### src/verilog/ray_fixed_pkg.sv
package ray_fixed_pkg;

	// fixed-point format shared by the whole lighting pipeline
	// every coordinate, normal component and distance is a signed word
	// with a fixed number of fraction bits

	// default signed word width
	localparam int DEF_BUS_WIDTH = 24;

	// default fraction bits, so 1.0 is 1 << 12
	localparam int DEF_FRAC_WIDTH = 12;

	// squares and the squared length use a double word with twice the fraction bits
	// the square root of such a value lands back on DEF_FRAC_WIDTH fraction bits

	// enabled cycles through the geometry front end
	// light vector, then products and squares, then the two sums
	localparam int GEOM_STAGES = 3;

	// registers behind the divider in the shading stage
	// clamp, scaling and colour select sit in front of these
	localparam int SHADE_EXTRA_STAGES = 1;

	// root and divider depth is not kept here
	// both resolve two result bits per stage, so each block works out
	// BUS_WIDTH/2 stages from its own width parameter

	// total latency with the defaults
	// GEOM_STAGES + 12 root + 12 divide + SHADE_EXTRA_STAGES = 28

endpackage

### src/verilog/ray_pixel_pkg.sv
package ray_pixel_pkg;

	// per-pixel types that travel alongside the lighting math

	// screen coordinate, 512 columns or rows at most
	typedef logic [8:0] coord_t;

	// rgb444 colour
	// red in [11:8], green in [7:4], blue in [3:0]
	typedef logic [11:0] color_t;

	// metadata that rides with every item through the pipeline
	// nothing in here takes part in the arithmetic, except that the colour
	// feeds the final scaling and use_shading picks the output
	typedef struct packed {
		// pixel position the ray belongs to
		coord_t pixel_x;
		coord_t pixel_y;
		// marks a real hit, the pipeline itself carries no valid bit
		logic ray_hit;
		// surface colour before lighting
		color_t color;
		// high selects the diffuse result, low passes the colour through
		logic use_shading;
	} pix_meta_t;

	// width of the struct with the default field sizes
	// 9 + 9 + 1 + 12 + 1 = 32 bits

	// the hit distance t is not in here
	// it is a signed fixed-point word and its width follows BUS_WIDTH

endpackage

### src/verilog/geom_if.sv
`timescale 1ns/1ns

interface geom_if
	import ray_fixed_pkg::*, ray_pixel_pkg::*;
#(
	parameter int BUS_WIDTH = DEF_BUS_WIDTH
);

	// dot product of the light vector with the normal, same format as the inputs
	logic signed [BUS_WIDTH-1:0] dot;

	// squared length of the light vector
	// double width with twice the fraction bits, always positive
	logic [2*BUS_WIDTH-1:0] sum_sq;

	// pixel data of the item that produced these results
	pix_meta_t meta;

	// hit distance, carried along untouched
	logic signed [BUS_WIDTH-1:0] t;

	// geometry stage drives everything
	modport src (output dot, output sum_sq, output meta, output t);

	// square root only needs the squared length
	modport root (input sum_sq);

	// delay lines running next to the root take the rest
	modport side (input dot, input meta, input t);

endinterface

### src/verilog/mag_sqrt.sv
`timescale 1ns/1ns

module mag_sqrt
	import ray_fixed_pkg::*;
#(
	parameter int BUS_WIDTH = DEF_BUS_WIDTH
)
(
	input logic clk,
	input logic rst_n,
	input logic clken,
	geom_if.root geo,
	output logic signed [BUS_WIDTH-1:0] mag
);

	// two root bits per stage, BUS_WIDTH root bits in total
	localparam int STAGES = BUS_WIDTH / 2;
	// partial remainder may go negative, a few spare bits above the root
	localparam int REM_W = BUS_WIDTH + 4;

	// what each stage starts from
	logic signed [REM_W-1:0] rem_in [STAGES];
	logic [BUS_WIDTH-1:0] root_in [STAGES];
	logic [2*BUS_WIDTH-1:0] rad_in [STAGES];

	// what each stage produces
	logic signed [REM_W-1:0] rem_d [STAGES];
	logic [BUS_WIDTH-1:0] root_d [STAGES];

	// stage registers
	logic signed [REM_W-1:0] rem_q [STAGES];
	logic [BUS_WIDTH-1:0] root_q [STAGES];
	logic [2*BUS_WIDTH-1:0] rad_q [STAGES];

	// one non-restoring step, returns {remainder, root}
	function automatic logic [REM_W+BUS_WIDTH-1:0] sqrt_iter(
		input logic signed [REM_W-1:0] rem,
		input logic [BUS_WIDTH-1:0] root,
		input logic [1:0] digits
	);
		logic signed [REM_W-1:0] shifted;
		logic signed [REM_W-1:0] rem_next;
		shifted = (rem <<< 2) + {{(REM_W-2){1'b0}}, digits};
		// positive remainder subtracts 4q+1, negative adds 4q+3
		if (!rem[REM_W-1])
			rem_next = shifted - {2'b00, root, 2'b01};
		else
			rem_next = shifted + {2'b00, root, 2'b11};
		return {rem_next, root[BUS_WIDTH-2:0], ~rem_next[REM_W-1]};
	endfunction

	// first stage takes the fresh radicand, the others their predecessor
	always_comb
	begin
		rem_in[0] = '0;
		root_in[0] = '0;
		rad_in[0] = geo.sum_sq;
		for (int s = 1; s < STAGES; s++)
		begin
			rem_in[s] = rem_q[s-1];
			root_in[s] = root_q[s-1];
			rad_in[s] = rad_q[s-1];
		end
	end

	always_comb
	begin
		logic [REM_W+BUS_WIDTH-1:0] step;
		for (int s = 0; s < STAGES; s++)
		begin
			// top two radicand bits, then the next two
			step = sqrt_iter(rem_in[s], root_in[s], rad_in[s][2*BUS_WIDTH-1 -: 2]);
			step = sqrt_iter(step[REM_W+BUS_WIDTH-1:BUS_WIDTH], step[BUS_WIDTH-1:0],
				rad_in[s][2*BUS_WIDTH-3 -: 2]);
			rem_d[s] = step[REM_W+BUS_WIDTH-1:BUS_WIDTH];
			root_d[s] = step[BUS_WIDTH-1:0];
		end
	end

	always_ff @(posedge clk or negedge rst_n)
	begin
		if (!rst_n)
		begin
			for (int s = 0; s < STAGES; s++)
			begin
				rem_q[s] <= '0;
				root_q[s] <= '0;
				rad_q[s] <= '0;
			end
		end
		else if (clken)
		begin
			for (int s = 0; s < STAGES; s++)
			begin
				rem_q[s] <= rem_d[s];
				root_q[s] <= root_d[s];
				// four radicand bits used up per stage
				rad_q[s] <= rad_in[s] << 4;
			end
		end
	end

	// floor of the root, the remainder needs no correction for that
	assign mag = root_q[STAGES-1];

endmodule

### src/flat_wrapper.sv
// flat-port wrapper written by rule: the top's interface ports become plain ports
module mag_sqrt_flat import ray_fixed_pkg::*;
#(
	parameter int BUS_WIDTH = DEF_BUS_WIDTH
)
  (clk, rst_n, clken, mag, geo_sum_sq);
  geom_if #(.BUS_WIDTH(BUS_WIDTH)) geo_i ();
  input logic clk;
  input logic rst_n;
  input logic clken;
  output logic signed [BUS_WIDTH-1:0] mag;
  input wire logic [$bits(geo_i.sum_sq)-1:0] geo_sum_sq;
  assign geo_i.sum_sq = geo_sum_sq;
  mag_sqrt #(.BUS_WIDTH(BUS_WIDTH)) u_core (.clk(clk), .rst_n(rst_n), .clken(clken), .geo(geo_i), .mag(mag));
endmodule
### config.mk
export PLATFORM = sky130hd
export DESIGN_NAME = mag_sqrt_flat
export DESIGN_NICKNAME = d
export VERILOG_FILES = /design/src/verilog/ray_fixed_pkg.sv /design/src/verilog/ray_pixel_pkg.sv /design/src/verilog/geom_if.sv /design/src/verilog/mag_sqrt.sv /design/src/flat_wrapper.sv
export SDC_FILE = /design/constraint.sdc
export NUM_CORES = 2
export LEC_CHECK = 0
export ABC_CLOCK_PERIOD_IN_PS = 22200
export BUFFER_PORTS_ARGS = -buffer_cell sky130_fd_sc_hd__buf_2
export CAP_MARGIN = 20
export CORE_ASPECT_RATIO = 1.2
export CORE_MARGIN = 2
export CORE_UTILIZATION = 45
export CTS_BUF_LIST = sky130_fd_sc_hd__clkbuf_2 sky130_fd_sc_hd__clkbuf_4 sky130_fd_sc_hd__clkbuf_8
export DETAILED_ROUTE_END_ITERATION = 8
export SYNTH_ARGS = -nofsm -noshare
export SYNTH_HDL_FRONTEND = slang
export SYNTH_SLANG_ARGS = --single-unit
### constraint.sdc
create_clock -name clk -period 22.2 [get_ports clk]
set_clock_uncertainty 0.2 [all_clocks]
set_input_delay 2.22 -clock clk [delete_from_list [all_inputs] [get_ports clk]]
set_output_delay 2.22 -clock clk [all_outputs]
set_load 0.02 [all_outputs]
* Word level (Yosys, flattened, before mapping) *
Index checks and enable logic that the tools add are counted.
W data, S select, Z words.

cells by class
  bitwise logic cells = 24
  multiplexer cells = 23
  $add $sub $neg = 70

operators with widths
  operator          number
  $add A28 B2 Y28   23
  $mux W28          23
  $add A28 B10 Y28  1
  $add A28 B11 Y28  1
  $add A28 B12 Y28  1
  $add A28 B13 Y28  1
  $add A28 B14 Y28  1
  $add A28 B15 Y28  1
  $add A28 B16 Y28  1
  $add A28 B17 Y28  1
  $add A28 B18 Y28  1
  $add A28 B19 Y28  1
  $add A28 B20 Y28  1
  $add A28 B21 Y28  1
  $add A28 B22 Y28  1
  $add A28 B23 Y28  1
  $add A28 B24 Y28  1
  $add A28 B25 Y28  1
  $add A28 B3 Y28   1
  $add A28 B4 Y28   1
  $add A28 B5 Y28   1
  $add A28 B6 Y28   1
  $add A28 B7 Y28   1
  $add A28 B8 Y28   1
  26 further kinds  49

word-level totals
  flip-flop bits (word level) = 728
  output and inout port bits = 24

* Logic depth before layout (Yosys ltp) *
  depth in word-level cells = 7
  depth in mapped cells = 30
  mapped depth without buffers = 25

* Worst setup path after synthesis *
Ideal clock, no wire load.

  path kind = register -> register
  from = reg u_core.rem_q (netlist bit u_core.rem_in[195])
  to = reg u_core.rem_q (netlist bit u_core.rem_in[162])
  clock period less this slack = 7.183 ns
  cell stages (with the launch flop) = 29
  slack = 15.017 ns
  arrival time = 6.858 ns
  data required time = 21.875 ns
  cells stage by stage = dfrtp_1 clkbuf_1 buf_1 inv_1 ha_1 buf_2 a21oi_1 o21bai_1 a21oi_1 o21bai_1 a221o_1 a221o_1 xnor2_4 buf_2 buf_2 xnor2_1 ha_1 nor3b_1 o21a_1 o21a_1 o31a_1 o41ai_4 nor2_1 a2111oi_4 inv_1 o32a_1 o32ai_1 xnor2_1 mux2_2

between the ends
  longest elaborated chain between the ends = 4

ends and longest elaborated chain
  what                                                  line                            text
  from (decl)                                           mag_sqrt.sv:31                  logic signed [REM_W-1:0] rem_q [STAGES];
  from (signal, indexed assignment)                     mag_sqrt.sv:95                  rem_q[s] <= rem_d[s];
  $mux W28 *                                            mag_sqrt.sv:45                  if (!rem[REM_W-1])
  $add A28 B2 Y28 or $not A1 Y1 (tied branches)         mag_sqrt.sv:43, mag_sqrt.sv:49
  $sub A28 B13 Y28 or $add A28 B13 Y28 (tied branches)  mag_sqrt.sv:46, mag_sqrt.sv:48
  $mux W28 *                                            mag_sqrt.sv:45

Every way passes the cells marked *; elsewhere a longest branch is shown, timed or not.
A chain may end at the register's enable or synchronous reset.

* Final worst setup path *
Ends and elaborated chain as after synthesis.

==> summary.txt <==
Status
  – Run status: finished, final reports clean

Floorplanning
  – IO Pins: 75
  – Number of core rows: ~140
  – Area inside the core boundary: about 120,000 sq um
  – Die footprint: around 120,000 sq um
  – Effective utilization at floorplan: 45.4%
  – Die outline width: 317 microns
  – Die Y: 380 microns

Final layout
  – Final nets: approximately 6,000
  – Fillers: around 11,000
  – Leading cell type in the layout, fill and taps excluded: sky130_fd_sc_hd__dfrtp_1
  – Relative area change from synthesis to final layout: 9.03%
  – Fraction of layout cells with a size suffix above 1: around 18%
  – Commonest non-fill, non-tap cells in the layout: sky130_fd_sc_hd__dfrtp_1 (697), sky130_fd_sc_hd__xnor2_1 (587), sky130_fd_sc_hd__mux2_2 (531), sky130_fd_sc_hd__ha_1 (457), sky130_fd_sc_hd__a21oi_1 (395)

Drt
  – Via count: 40,311
  – DRC violation total after the first TritonRoute iteration: about 2,100
  – Total met3 wirelength after detailed routing: 3730 microns
  – Total routed wirelength: about 120,000 microns
  – Detailed-routing wirelength on met1: 55,600 microns
  – Detailed route wirelength on metal2: about 58,000 microns
  – Drt first pass iters: 5
  – Detailed-route vias per instance: between 5 and 6
  – Per-cell routed wire length: ~17 microns
  – Highest routing layer actually used: met4
  – Final antenna-violating net count: 0
  – Remaining DRCs: 0

Setup path
  – Critical path fanouts, max: 27
  – Critical path required time: about 23 ns
  – Endpoint of the worst-slack reg-to-reg timing path: u_core.rem_in[162]
  – Cell-by-cell trace of the critical path: inv_1, ha_1, a21oi_1, o21bai_1, a21oi_1, o21bai_1, a221o_1, a221o_1, xnor2_4, buf_4, xnor2_1, ha_1, nor3b_1, o21a_1, o21a_1, o31a_1, o41ai_4, nor2_1, a2111oi_4, inv_1, o32a_1, o32ai_1, xnor2_1, mux2_2
  – Count of cells along the worst register-to-register path: 24
  – Critical path class: flop to flop
  – Signal arrival time at the worst endpoint: a little under 8 ns
  – Largest stage delay, worst path: slightly above 0.8 ns
  – Worst reg2reg setup slack: about 15 ns
  – Cell with the biggest individual delay on the critical path: sky130_fd_sc_hd__dfrtp_1
  – Launching element type of the critical path: flop
  – Type of destination of the critical path: flop
  – Worst r2r src: u_core.rem_in[195]

Clocking
  – Clock Latency Late Sink: between 0.8 and 0.9 ns
  – Number of buffers inserted during clock tree synthesis: 121
  – CTS sink count: 697
  – Clock tree from TritonCTS: yes
  – Clock tree root buffer cell: sky130_fd_sc_hd__clkbuf_8
  – Setup repair bufs after CTS: 0
  – Maximum clock path buffer count: 3
  – Register clock-pin slew on the reported worst setup and hold paths: about 0.06 ns
  – H-tree Lvls: 3
  – Number of cells upsized or downsized after cts: 0
  – Number of hold buffers added after CTS: 0

Timing
  – Total Negative Setup Slacks: 0 ns
  – Transition time at the pin with the least slew margin: 0.973 ns
  – Final worst hold slack: roughly 0.25 ns
  – Number of setup violations in the final report: 0
  – Final count of hold timing violations: 0
  – Maximum achievable frequency: between 100 and 150 MHz
  – RSZ-0062 raised after global routing: false
  – Minimum clock period after layout: 7.47 ns
  – Minimum setup slack in the final design: between 10 and 15 ns
  – Share of the clock period used by the worst path after layout: between 30% and 40%
  – Worst-case headroom to the max-slew limit: between 30% and 40%
  – Pins over their slew limit: 0

Placed design
  – Number of buffer cells added on primary ports: 74
  – Last weighted congestion value of the routability-driven placer: 0.879
  – Pre-CTS setup slack: between 10 and 15 ns
  – Detail Placement HPWL: 90,000 microns

GRT
  – Largest net degree at the start of global routing: approximately 180
  – Number of global-route vias before repair: slightly below 40,000
  – Wire length of the first global-routing pass: 200,000 microns
  – Antenna violations before repair: 3
  – Grt total ovfl: 0
  – GR Util All Layers: approximately a fifth

Synthesis
  – Synthesized instance count: between 5,000 and 6,000
  – Number of enable flip-flop cells after synthesis: 0
  – Predominant post-synthesis flop cell: sky130_fd_sc_hd__dfrtp_1
  – Synth warn: 0
  – Sequential cell area fraction in the yosys report: 32.9%
  – Number of flip-flops and latches in the synthesized netlist: 697
  – Net count after synthesis: roughly 6,000
  – FFs w/ async S/R, synth: 100%
  – Mean post-synth cell area: about 9.6 sq um
  – Area of the mapped netlist: 53,000 sq um
  – Distinct cells, synth: roughly 110

Run
  – Total of max-cap violations: 0

Hold path
  – Startpoint of the tightest hold check path: u_core.rad_in[473]
  – Hold Path End: u_core.rad_in[429]
  – Path category of the worst min-delay check: flop to flop
  – Hold Crit Depth: 2
## per-layer routing
layer / vias to the layer above / track usage [%]
met5: - / 0
met4: 0 / 5.19
met3: 155 / 2.38
met2: 545 / 33.9
met1: 19496 / 26.5
li1: 20115 / -
## worst max path at each step
stage,slack [ns],startpoint,cells past startpoint,endpoint
after floorplan,15.02,u_core.rem_in[195],28,u_core.rem_in[162]
after global placement,14.65,u_core.rem_in[83],25,u_core.rem_in[50]
after detailed placement,14.61,u_core.rem_in[83],25,u_core.rem_in[50]
after CTS,14.58,u_core.rem_in[83],25,u_core.rem_in[50]
after global routing,14.14,u_core.rem_in[55],25,u_core.root_d[2]
final,14.73,u_core.rem_in[195],24,u_core.rem_in[162]
## sequential cells by signal (all words and copies together) (netlist names)
name	count
u_core.mag	24
u_core.rad_in	264
u_core.rem_in	277
u_core.root_d	132
## cell usage after synthesis, types with 31 or more instances
cell type / instances / area (sq um)
sky130_fd_sc_hd__a211oi_1: 34 / 255
sky130_fd_sc_hd__a21o_1: 116 / 871
sky130_fd_sc_hd__a21oi_1: 395 / 1980
sky130_fd_sc_hd__a31oi_1: 57 / 357
sky130_fd_sc_hd__and2_1: 41 / 257
sky130_fd_sc_hd__and3_1: 44 / 275
sky130_fd_sc_hd__clkbuf_1: 134 / 503
sky130_fd_sc_hd__dfrtp_1: 697 / 17400
sky130_fd_sc_hd__ha_1: 457 / 5720
sky130_fd_sc_hd__inv_1: 217 / 815
sky130_fd_sc_hd__mux2_2: 531 / 5980
sky130_fd_sc_hd__nand2_1: 288 / 1080
sky130_fd_sc_hd__nand2b_1: 65 / 407
sky130_fd_sc_hd__nand3_1: 101 / 505
sky130_fd_sc_hd__nand4_1: 43 / 269
sky130_fd_sc_hd__nor2_1: 394 / 1480
sky130_fd_sc_hd__nor2b_1: 49 / 307
sky130_fd_sc_hd__nor3_1: 106 / 531
sky130_fd_sc_hd__o211ai_1: 45 / 338
sky130_fd_sc_hd__o21a_1: 75 / 563
sky130_fd_sc_hd__o21ai_0: 255 / 1280
sky130_fd_sc_hd__o21bai_1: 50 / 375
sky130_fd_sc_hd__o31ai_1: 31 / 233
sky130_fd_sc_hd__or2_2: 34 / 213
sky130_fd_sc_hd__xnor2_1: 590 / 5170
sky130_fd_sc_hd__xor2_1: 142 / 1240
## critical path: cells and delay by family (launching register included)
family          cells  cell delay (ns)
fa+ha+maj           2             0.87
flops               1             0.81
compound gates     13             3.50
xor+xnor            3             0.38
simple gates        2             0.31
mux                 1             0.26
buf+inv             3             0.99
## through the flow
step / instances / instance area [sq um] / util [%]
finish: 7202 / 57700 / 49.5
global route: 7201 / 57700 / 49.5
CTS: 7198 / 57700 / 49.5
detailed placement: 6973 / 54800 / 47.0
global placement: 6973 / 54800 / 47.0
floorplan: 5519 / 53000 / -
## cells by family (layout without fill, tap and decap cells)
family	Yosys count	in the layout	synth area share, %
AOI/OAI and AO/OA	1345	1345	16.9
and+or+nand+nor	1313	1313	12.2
xor gates and xnor gates	735	735	12.2
DFF	697	697	32.9
muxes	558	558	11.8
adders and majority gates	464	464	10.9
buffers and inverters	407	559	2.99
other	0	2	0
## final cells by class
class	instances	area (sq um)	area share, %
multi-input cells	4415	34000	58.8
diodes	2	5.00	0.00867
well taps	1529	1910	3.31
clock buffers	188	2330	4.04
inverters	224	842	1.46
clock inverters	37	533	0.923
repair buffers	110	713	1.23
flip-flops and latches	697	17400	30.2
Power is not shown: default switching activity piles up to over one toggle a cycle in this logic, so the estimate is an artifact.
