===== src/verilog/ray_fixed_pkg.sv =====
package ray_fixed_pkg;

	// fixed-point format shared by the whole lighting pipeline
	// every coordinate, normal component and distance is a signed word
	// with a fixed number of fraction bits

	// default signed word width
	localparam int DEF_BUS_WIDTH = 24;

	// default fraction bits, so 1.0 is 1 << 12
	localparam int DEF_FRAC_WIDTH = 12;

	// squares and the squared length use a double word with twice the fraction bits
	// the square root of such a value lands back on DEF_FRAC_WIDTH fraction bits

	// enabled cycles through the geometry front end
	// light vector, then products and squares, then the two sums
	localparam int GEOM_STAGES = 3;

	// registers behind the divider in the shading stage
	// clamp, scaling and colour select sit in front of these
	localparam int SHADE_EXTRA_STAGES = 1;

	// root and divider depth is not kept here
	// both resolve two result bits per stage, so each block works out
	// BUS_WIDTH/2 stages from its own width parameter

	// total latency with the defaults
	// GEOM_STAGES + 12 root + 12 divide + SHADE_EXTRA_STAGES = 28

endpackage


===== src/verilog/ray_pixel_pkg.sv =====
package ray_pixel_pkg;

	// per-pixel types that travel alongside the lighting math

	// screen coordinate, 512 columns or rows at most
	typedef logic [8:0] coord_t;

	// rgb444 colour
	// red in [11:8], green in [7:4], blue in [3:0]
	typedef logic [11:0] color_t;

	// metadata that rides with every item through the pipeline
	// nothing in here takes part in the arithmetic, except that the colour
	// feeds the final scaling and use_shading picks the output
	typedef struct packed {
		// pixel position the ray belongs to
		coord_t pixel_x;
		coord_t pixel_y;
		// marks a real hit, the pipeline itself carries no valid bit
		logic ray_hit;
		// surface colour before lighting
		color_t color;
		// high selects the diffuse result, low passes the colour through
		logic use_shading;
	} pix_meta_t;

	// width of the struct with the default field sizes
	// 9 + 9 + 1 + 12 + 1 = 32 bits

	// the hit distance t is not in here
	// it is a signed fixed-point word and its width follows BUS_WIDTH

endpackage


===== src/verilog/stage_delay.sv =====
`timescale 1ns/1ns

module stage_delay
#(
	parameter type DATA_T = logic,
	parameter int DEPTH = 1
)
(
	input logic clk,
	input logic rst_n,
	input logic clken,
	input DATA_T din,
	output DATA_T dout
);

	// one slot per enabled cycle of delay
	DATA_T pipe [DEPTH];

	always_ff @(posedge clk or negedge rst_n)
	begin
		if (!rst_n)
		begin
			for (int i = 0; i < DEPTH; i++)
			begin
				pipe[i] <= '0;
			end
		end
		else if (clken)
		begin
			pipe[0] <= din;
			// whole line moves together, holds while clken is low
			for (int i = 1; i < DEPTH; i++)
			begin
				pipe[i] <= pipe[i-1];
			end
		end
	end

	assign dout = pipe[DEPTH-1];

endmodule


===== src/verilog/diffuse_shade.sv =====
`timescale 1ns/1ns

module diffuse_shade
	import ray_fixed_pkg::*, ray_pixel_pkg::*;
#(
	parameter int BUS_WIDTH = DEF_BUS_WIDTH,
	parameter int FRAC_WIDTH = DEF_FRAC_WIDTH
)
(
	input logic clk,
	input logic rst_n,
	input logic clken,
	input logic signed [BUS_WIDTH-1:0] mag,
	input logic signed [BUS_WIDTH-1:0] dot,
	input pix_meta_t meta_in,
	input logic signed [BUS_WIDTH-1:0] t_in,
	output color_t light,
	output pix_meta_t meta_out,
	output logic signed [BUS_WIDTH-1:0] t_out
);

	// two quotient bits per stage
	localparam int STAGES = BUS_WIDTH / 2;

	typedef struct packed {
		pix_meta_t meta;
		logic signed [BUS_WIDTH-1:0] t;
	} side_t;

	typedef struct packed {
		color_t light;
		side_t side;
	} out_t;

	// dot sign, zero divisor, quotient wider than BUS_WIDTH
	typedef struct packed {
		logic neg;
		logic zero;
		logic ovf;
	} flag_t;

	// divider works on magnitudes, sign kept in the flags
	logic [BUS_WIDTH-1:0] abs_dot;
	logic [BUS_WIDTH-1:0] rem_in [STAGES], quo_in [STAGES];
	logic [BUS_WIDTH-1:0] low_in [STAGES], den_in [STAGES];
	flag_t flag_in [STAGES];
	logic [BUS_WIDTH-1:0] rem_d [STAGES], quo_d [STAGES];
	logic [BUS_WIDTH-1:0] rem_q [STAGES], quo_q [STAGES];
	logic [BUS_WIDTH-1:0] low_q [STAGES], den_q [STAGES];
	flag_t flag_q [STAGES];

	side_t side_in, side_dly;
	logic [BUS_WIDTH-1:0] q_eff;
	logic lit;
	color_t shaded, light_d;
	out_t out_q [SHADE_EXTRA_STAGES];

	// restoring step, returns {remainder, quotient bit}
	function automatic logic [BUS_WIDTH:0] div_iter(
		input logic [BUS_WIDTH-1:0] rem,
		input logic bit_in,
		input logic [BUS_WIDTH-1:0] den
	);
		logic [BUS_WIDTH:0] trial;
		trial = {rem, bit_in};
		if (trial >= {1'b0, den})
			return {trial[BUS_WIDTH-1:0] - den, 1'b1};
		return {trial[BUS_WIDTH-1:0], 1'b0};
	endfunction

	// q * nibble back to a nibble, saturating at 15
	function automatic logic [3:0] scale_nib(
		input logic [BUS_WIDTH-1:0] q,
		input logic [3:0] nib
	);
		logic [BUS_WIDTH+3:0] prod;
		prod = q * nib;
		if (|prod[BUS_WIDTH+3:FRAC_WIDTH+4])
			return 4'hf;
		return prod[FRAC_WIDTH+3:FRAC_WIDTH];
	endfunction

	assign abs_dot = dot[BUS_WIDTH-1] ? -dot : dot;

	always_comb
	begin
		// numerator is |dot| << FRAC_WIDTH, its top FRAC_WIDTH bits seed the remainder
		rem_in[0] = {{(BUS_WIDTH-FRAC_WIDTH){1'b0}}, abs_dot[BUS_WIDTH-1 -: FRAC_WIDTH]};
		low_in[0] = {abs_dot[BUS_WIDTH-FRAC_WIDTH-1:0], {FRAC_WIDTH{1'b0}}};
		quo_in[0] = '0;
		den_in[0] = mag;
		flag_in[0].neg = dot[BUS_WIDTH-1];
		flag_in[0].zero = (mag == '0);
		// seed not below the divisor means the quotient needs more than BUS_WIDTH bits
		flag_in[0].ovf = (rem_in[0] >= den_in[0]);
		for (int s = 1; s < STAGES; s++)
		begin
			rem_in[s] = rem_q[s-1];
			quo_in[s] = quo_q[s-1];
			low_in[s] = low_q[s-1];
			den_in[s] = den_q[s-1];
			flag_in[s] = flag_q[s-1];
		end
	end

	always_comb
	begin
		logic [BUS_WIDTH:0] hi_step;
		logic [BUS_WIDTH:0] lo_step;
		for (int s = 0; s < STAGES; s++)
		begin
			hi_step = div_iter(rem_in[s], low_in[s][BUS_WIDTH-1], den_in[s]);
			lo_step = div_iter(hi_step[BUS_WIDTH:1], low_in[s][BUS_WIDTH-2], den_in[s]);
			rem_d[s] = lo_step[BUS_WIDTH:1];
			quo_d[s] = {quo_in[s][BUS_WIDTH-3:0], hi_step[0], lo_step[0]};
		end
	end

	always_ff @(posedge clk or negedge rst_n)
	begin
		if (!rst_n)
		begin
			for (int s = 0; s < STAGES; s++)
			begin
				rem_q[s] <= '0;
				quo_q[s] <= '0;
				low_q[s] <= '0;
				den_q[s] <= '0;
				flag_q[s] <= '0;
			end
		end
		else if (clken)
		begin
			for (int s = 0; s < STAGES; s++)
			begin
				rem_q[s] <= rem_d[s];
				quo_q[s] <= quo_d[s];
				low_q[s] <= low_in[s] << 2;
				den_q[s] <= den_in[s];
				flag_q[s] <= flag_in[s];
			end
		end
	end

	// pixel data waits out the divider
	assign side_in = '{meta: meta_in, t: t_in};

	stage_delay #(
		.DATA_T(side_t),
		.DEPTH(STAGES)
	) u_side_dly (
		.clk(clk),
		.rst_n(rst_n),
		.clken(clken),
		.din(side_in),
		.dout(side_dly)
	);

	// an overflowed quotient saturates every lit channel anyway
	assign q_eff = flag_q[STAGES-1].ovf ? '1 : quo_q[STAGES-1];
	// zero divisor, back face or a quotient of zero all give black
	assign lit = !flag_q[STAGES-1].neg && !flag_q[STAGES-1].zero && (q_eff != '0);
	assign shaded = lit ? {scale_nib(q_eff, side_dly.meta.color[11:8]),
		scale_nib(q_eff, side_dly.meta.color[7:4]),
		scale_nib(q_eff, side_dly.meta.color[3:0])} : '0;
	assign light_d = side_dly.meta.use_shading ? shaded : side_dly.meta.color;

	always_ff @(posedge clk or negedge rst_n)
	begin
		if (!rst_n)
		begin
			for (int i = 0; i < SHADE_EXTRA_STAGES; i++)
			begin
				out_q[i] <= '0;
			end
		end
		else if (clken)
		begin
			out_q[0] <= '{light: light_d, side: side_dly};
			for (int i = 1; i < SHADE_EXTRA_STAGES; i++)
			begin
				out_q[i] <= out_q[i-1];
			end
		end
	end

	assign light = out_q[SHADE_EXTRA_STAGES-1].light;
	assign meta_out = out_q[SHADE_EXTRA_STAGES-1].side.meta;
	assign t_out = out_q[SHADE_EXTRA_STAGES-1].side.t;

endmodule


===== config.mk =====
export PLATFORM = sky130hd
export DESIGN_NAME = diffuse_shade
export DESIGN_NICKNAME = d
export VERILOG_FILES = /design/src/verilog/ray_fixed_pkg.sv /design/src/verilog/ray_pixel_pkg.sv /design/src/verilog/stage_delay.sv /design/src/verilog/diffuse_shade.sv
export SDC_FILE = /design/constraint.sdc
export NUM_CORES = 2
export LEC_CHECK = 0
export ABC_AREA = 1
export BUFFER_PORTS_ARGS = -buffer_cell sky130_fd_sc_hd__buf_2
export CORE_MARGIN = 10
export CORE_UTILIZATION = 50
export DETAILED_ROUTE_END_ITERATION = 16
export PLACE_DENSITY_LB_ADDON = 0.08
export SYNTH_ARGS = -nofsm -noshare
export SYNTH_HDL_FRONTEND = slang
export SYNTH_SLANG_ARGS = --single-unit

===== constraint.sdc =====
create_clock -name clk -period 10.9 [get_ports clk]
set_input_delay 0.545 -clock clk [delete_from_list [all_inputs] [get_ports clk]]
set_output_delay 0.545 -clock clk [all_outputs]
set_load 0.01 [all_outputs]

# Word-level counts from Yosys, hierarchy flattened
# Index checks and enable logic that the tools add are counted.
[op_classes] shifts=0 mul=3 magnitude_cmp=25 n_addsub=24 n_eq_ne=0 mux=85 reduce_logical=9 div_mod_pow=0 bitwise=0
[ops] operator="$mux 25" count=46
[ops] operator="$ge 25x24->1" count=23
[ops] operator="$sub 24x24->24" count=22
[ops] operator="$mul 24x4->28" count=3
[ops] operator="$mux 24" count=2
[ops] operator="$reduce_or 12->1" count=3
[ops] operator="$mux 1" count=29
[ops] operator="$ge 12x24->1" count=1
[ops] operator="$ge 13x24->1" count=1
[ops] operator="$logic_not 24->1" count=1
[ops] operator="$mux 12" count=2
[ops] operator="$mux 4" count=6
[ops] operator="$neg 24->24" count=1
[ops] operator="$reduce_bool 24->1" count=1
[ops] operator="$sub 13x24->24" count=1
[ops] operator="$logic_and 1x1->1" count=2
[ops] operator="$logic_not 1->1" count=2
[word_totals] reg_bits=1490 wordCells=300 n_memories=0 mem_bits_rw=0 romBits=0 latch_bits=0

# Longest topological paths before layout
[depth] ltp_word=8 depth_mapped=36 ltp_nobuf=36

# Modules after synthesis
# From an unflattened synthesis, not the netlist that was laid out.
[hier_totals] cells_unflattened=14543 hier_area_um2=103759.5
[by_module_without_submodules] mod="diffuse_shade" area_each_um2=78134.9 seq_area_each_um2=20469.6 n_inst=1 cells_per_inst=11649
[by_module_without_submodules] mod="stage_delay" area_each_um2=25624.6 seq_area_each_um2=16816.1 n_inst=1 cells_per_inst=2894

# Worst setup path after synthesis
# No wires, ideal clock.
[synth_timing] path_kind="input to register" startpoint="input port dot[0]" endpoint="register rem_q (netlist bit rem_in[250])" path_stages=34 arrival_time_ps=4904 path_slack_ps=5927 path_cell_list="inv_1 > ha_1 > nand2_1 > nor2_1 > nand3_1 > o21ai_2 > o21ai_0 > nor2_1 > xor2_1 > ha_1 > nand2_1 > inv_1 > a21oi_1 > nor2_1 > a21oi_1 > nand3_1 > nand2_1 > buf_2 > nand2_1 > o21ai_0 > ha_1 > a21oi_1 > o21ai_0 > nand2_1 > nand2_1 > nand2_1 > nand3_1 > a21o_1 > nand2_1 > nand3_2 > nor2_4 > buf_4 > nand2_1 > nand3_1"
[synth_via] elab_chain_cells=8
[synth_rtl] element="start, declared" line_no="diffuse_shade.sv:14" source="input logic signed [BUS_WIDTH-1:0] dot,"
[synth_rtl] element="$neg 24->24 (*)" line_no="diffuse_shade.sv:83" source="assign abs_dot = dot[BUS_WIDTH-1] ? -dot : dot;"
[synth_rtl] element="$mux 24 (*)" line_no="diffuse_shade.sv:83"
[synth_rtl] element="$sub 13x24->24 or $ge 13x24->1 (tied branches)" line_no="diffuse_shade.sv:67, diffuse_shade.sv:66"
[synth_rtl] element="$mux 25 or $mux 1 (tied branches)" line_no="diffuse_shade.sv:66" source="if (trial >= {1'b0, den})"
[synth_rtl] element="$mux 25" line_no="diffuse_shade.sv:68" source="return {trial[BUS_WIDTH-1:0], 1'b0};"
[synth_rtl] element="$sub 24x24->24 or $ge 25x24->1 (tied branches)" line_no="diffuse_shade.sv:67, diffuse_shade.sv:66"
[synth_rtl] element="$mux 25 or $mux 1 (tied branches)" line_no="diffuse_shade.sv:66"
[synth_rtl] element="$mux 25 (*)" line_no="diffuse_shade.sv:68"
[synth_rtl] element="end signal, assigned by index" line_no="diffuse_shade.sv:136" source="rem_q[s] <= rem_d[s];"
[synth_rtl] element="end, declared" line_no="diffuse_shade.sv:48" source="logic [BUS_WIDTH-1:0] rem_q [STAGES], quo_q [STAGES];"
# Every way passes the cells marked *; elsewhere a longest branch is shown, timed or not. The select of a mux whose other input is x is not followed.
# A chain may end at the register's enable or synchronous reset.

# Worst setup path in the final report
[layout_timing] startpoint="input port dot[0]" endpoint="register rem_q (netlist bit rem_in[263])"
# Same word-level chain as after synthesis.

==> results.toml <==
[run_status]
status = "complete, no violations"

[layout]
drive_above_1_share_pct = 5.25
mostFrequentLayoutCells = "nand2_1, inv_1, dfrtp_1, o21ai_0, nand3_1"
nets = 15000
final_common_cell = "nand2_1"
syn2layout_area_growth_pct = 9.12
fin_area_um2 = 112000

[yosys]
ys.flop_type = "dfrtp_1"
yosys_warnings = 0
synth_seq_cells = 1490
synthCells = 14100
synth_cell_types = 67
netlist_top_cells_area = "dfrtp_1, nand2_1, ha_1"
yosysTopAreaCellShare_pct = 36.3
synthesis.area_um2 = 103000
ys_seq_area_share_pct = 36.3
syn_nets = 15100
async_flop_share_pct = 100
synth_edf_count = 0
postSynthAreaPerCell_um2 = 7.27
yosys.area.top_type = "dfrtp_1"

[sta]
hold_viol = 0
setup_viol = 0
maxSlewHeadroom_pct = 25.4
rsz0062_at_grt = "no"
min_period_ns = 7.18
fin_crit_sh_pct = 65.9
finalMaxSlewViolations = 0
clock_skew_ns = 0.0622
tns_ns = 0
tightestPinTransition_ns = 1.11
max_freq_mhz = 139

[clock_network]
htree_levels = 4
clockBufferDepth = 3
clk_latency_ns = 0.86
cts_root_buffer = "clkbuf_16"
cts_tree = "done"
hold_buffers = 75
ctsResizeCount = 0
postCtsSetupBuffers = 0
cts_sinks = 1490
cts_buffers = 165
path_clk_slew_ns = 0.06

[route]
routed_wl_um = 330000
drtAntennaViolNets = 0
dr.pass1.iters = 8
vias = 94800
routed_via_density = 5.59
wire_per_inst_um = 19.5
drc = 0
initialDrtViolationCount = 7673

[global_route]
grt_pass1_vias = 93900
grtUsageTotal_pct = 28.8
grt_max_degree = 256
grt_overflow = 0
grt_pass1_wl_um = 522000
antenna_found_initial = 7

[job]
max_cap_violations = 0

[placement]
placed_area_um2 = 105000
dp_hpwl_um = 255000
io_buffers = 174
routabilityCongestion = 0.980

[critical_path]
crit_required_ns = 11.68
critPathSlowestCell = "nor2_4"
path_class = "in -> reg"
crit_arrival_ns = 7.96
cp_slowest_stage_delay_ns = 0.66
end_kind = "register"
cp-start-kind = "input port"
crit_fanout = 22

[hold_path]
hold_path.class = "in -> reg"

[floorplan]
fp.dieH_um = 473
die_area_um2 = 224000
fp.dieW_um = 473
io_pins = 175
rows = 166
start_util_pct = 50.2
core_um2 = 205000

[power]
power_density_nw_per_um2 = 358
peakVddDrop_mv = 0.261
p_leak_nw = 56.7
==> synth_stat cells (16+ instances only) <==
| cell type | number |
|---|---|
| or2_2 | 30 |
| o21ai_0 | 1390 |
| nand3_1 | 910 |
| buf_4 | 26 |
| nor2_1 | 895 |
| a21boi_0 | 17 |
| a31oi_1 | 51 |
| nand3_2 | 35 |
| xor2_1 | 279 |
| dfrtp_1 | 1490 |
| nor3_1 | 167 |
| nand3b_1 | 28 |
| nor4_1 | 35 |
| inv_1 | 1567 |
| inv_2 | 22 |
| buf_6 | 17 |
| o21bai_1 | 52 |
| o21a_1 | 19 |
| nor2_4 | 16 |
| buf_2 | 62 |
| nand4_1 | 326 |
| nand2_2 | 52 |
| o21ai_1 | 46 |
| clkbuf_1 | 344 |
| a21o_1 | 98 |
| buf_1 | 39 |
| ha_1 | 662 |
| fa_1 | 147 |
| a21oi_1 | 675 |
| xnor2_1 | 175 |
| nand2_1 | 4329 |
==> power by group <==
part | internal (mW) | switching, mW
Clock | 3.50 | 2.47
Sequential | 6.75 | 0.999
Combinational | 8.89 | 17.5
==> metrics by stage <==
stage | power [mW] | utilization, % | setup slack [ns] | std cells | hold WS, ns
5_1_grt | 43.5 | 54.8 | 3.23 | 17000 | 0.0579
3_3_place_gp | 33.4 | 51.5 | 3.37 | 16600 | 0.448
3_5_place_dp | 33.6 | 51.5 | 3.42 | 16600 | 0.453
4_1_cts | 39.8 | 54.8 | 3.77 | 16900 | 0.000709
6_report | 40.1 | 54.8 | 3.72 | 17000 | 0.0762
2_1_floorplan | 26.9 | - | 5.93 | 14100 | 0.249
==> worst max-delay path, delay by kind of cell <==
kind	cells	cell delay (ns)
buf+inv	6	1.38
compound gates	8	1.63
xor+xnor	1	0.34
simple gates	15	3.11
fa+ha+maj	3	0.91
==> registers in the layout (all words and copies together), names as in the netlist <==
signal,flops
u_side_dly.pipe,616
den_in,264
rem_in,264
quo_d,132
u_side_dly.dout,56
flag_in,33
meta_out,32
low_in,30
quo_q,24
t_out,24
light,12
flag_q,3
==> path summary, 6_finish.rpt <==
check	slack, ns	start	end	cells past startpoint
min	0.08	mag[0]	den_in[240]$_DFFE_PN0P_	3
max in group asynchronous	8.21	rst_n	rem_in[0]$_DFFE_PN0P_	4
max	3.72	dot[0]	rem_in[263]$_DFFE_PN0P_	33
min reg2reg	0.44	quo_d[170]$_DFFE_PN0P_	quo_d[148]$_DFFE_PN0P_	2
max reg2reg	4.87	rem_in[145]$_DFFE_PN0P_	rem_in[132]$_DFFE_PN0P_	23
min in group asynchronous	0.20	rst_n	rem_in[257]$_DFFE_PN0P_	2
==> per-layer routing <==
layer	track usage (%)	wire [um]	vias to the layer above
met3	3.43	16400	707
met1	38.6	146000	45200
met5	0	30	-
met4	13.2	17400	4
li1	-	-	46000
met2	46.7	150000	2839
==> cells by family after synthesis <==
family / after synthesis / share of synthesized area, %
adder cells (fa/ha/maj): 809 / 10.9
buffers and inverters: 2093 / 8.01
AO/OA/AOI/OAI: 2407 / 12.4
multiplexers: 1 / 0.00974
XOR/XNOR: 454 / 3.87
AND/OR/NAND/NOR: 6890 / 28.5
flip-flops: 1490 / 36.3
==> area by class of cell <==
type	count	area, um2
Antenna cell	5	12.5
Clock buffer	223	4730
Clock inverter	78	1240
Fill cell	19800	92400
Inverter	1601	6020
Multi-Input combinational cell	10600	57300
Sequential cell	1490	37300
Tap cell	2688	3360
Timing Repair Buffer	305	2220
Note: power is estimated with default switching activity, not from simulation.
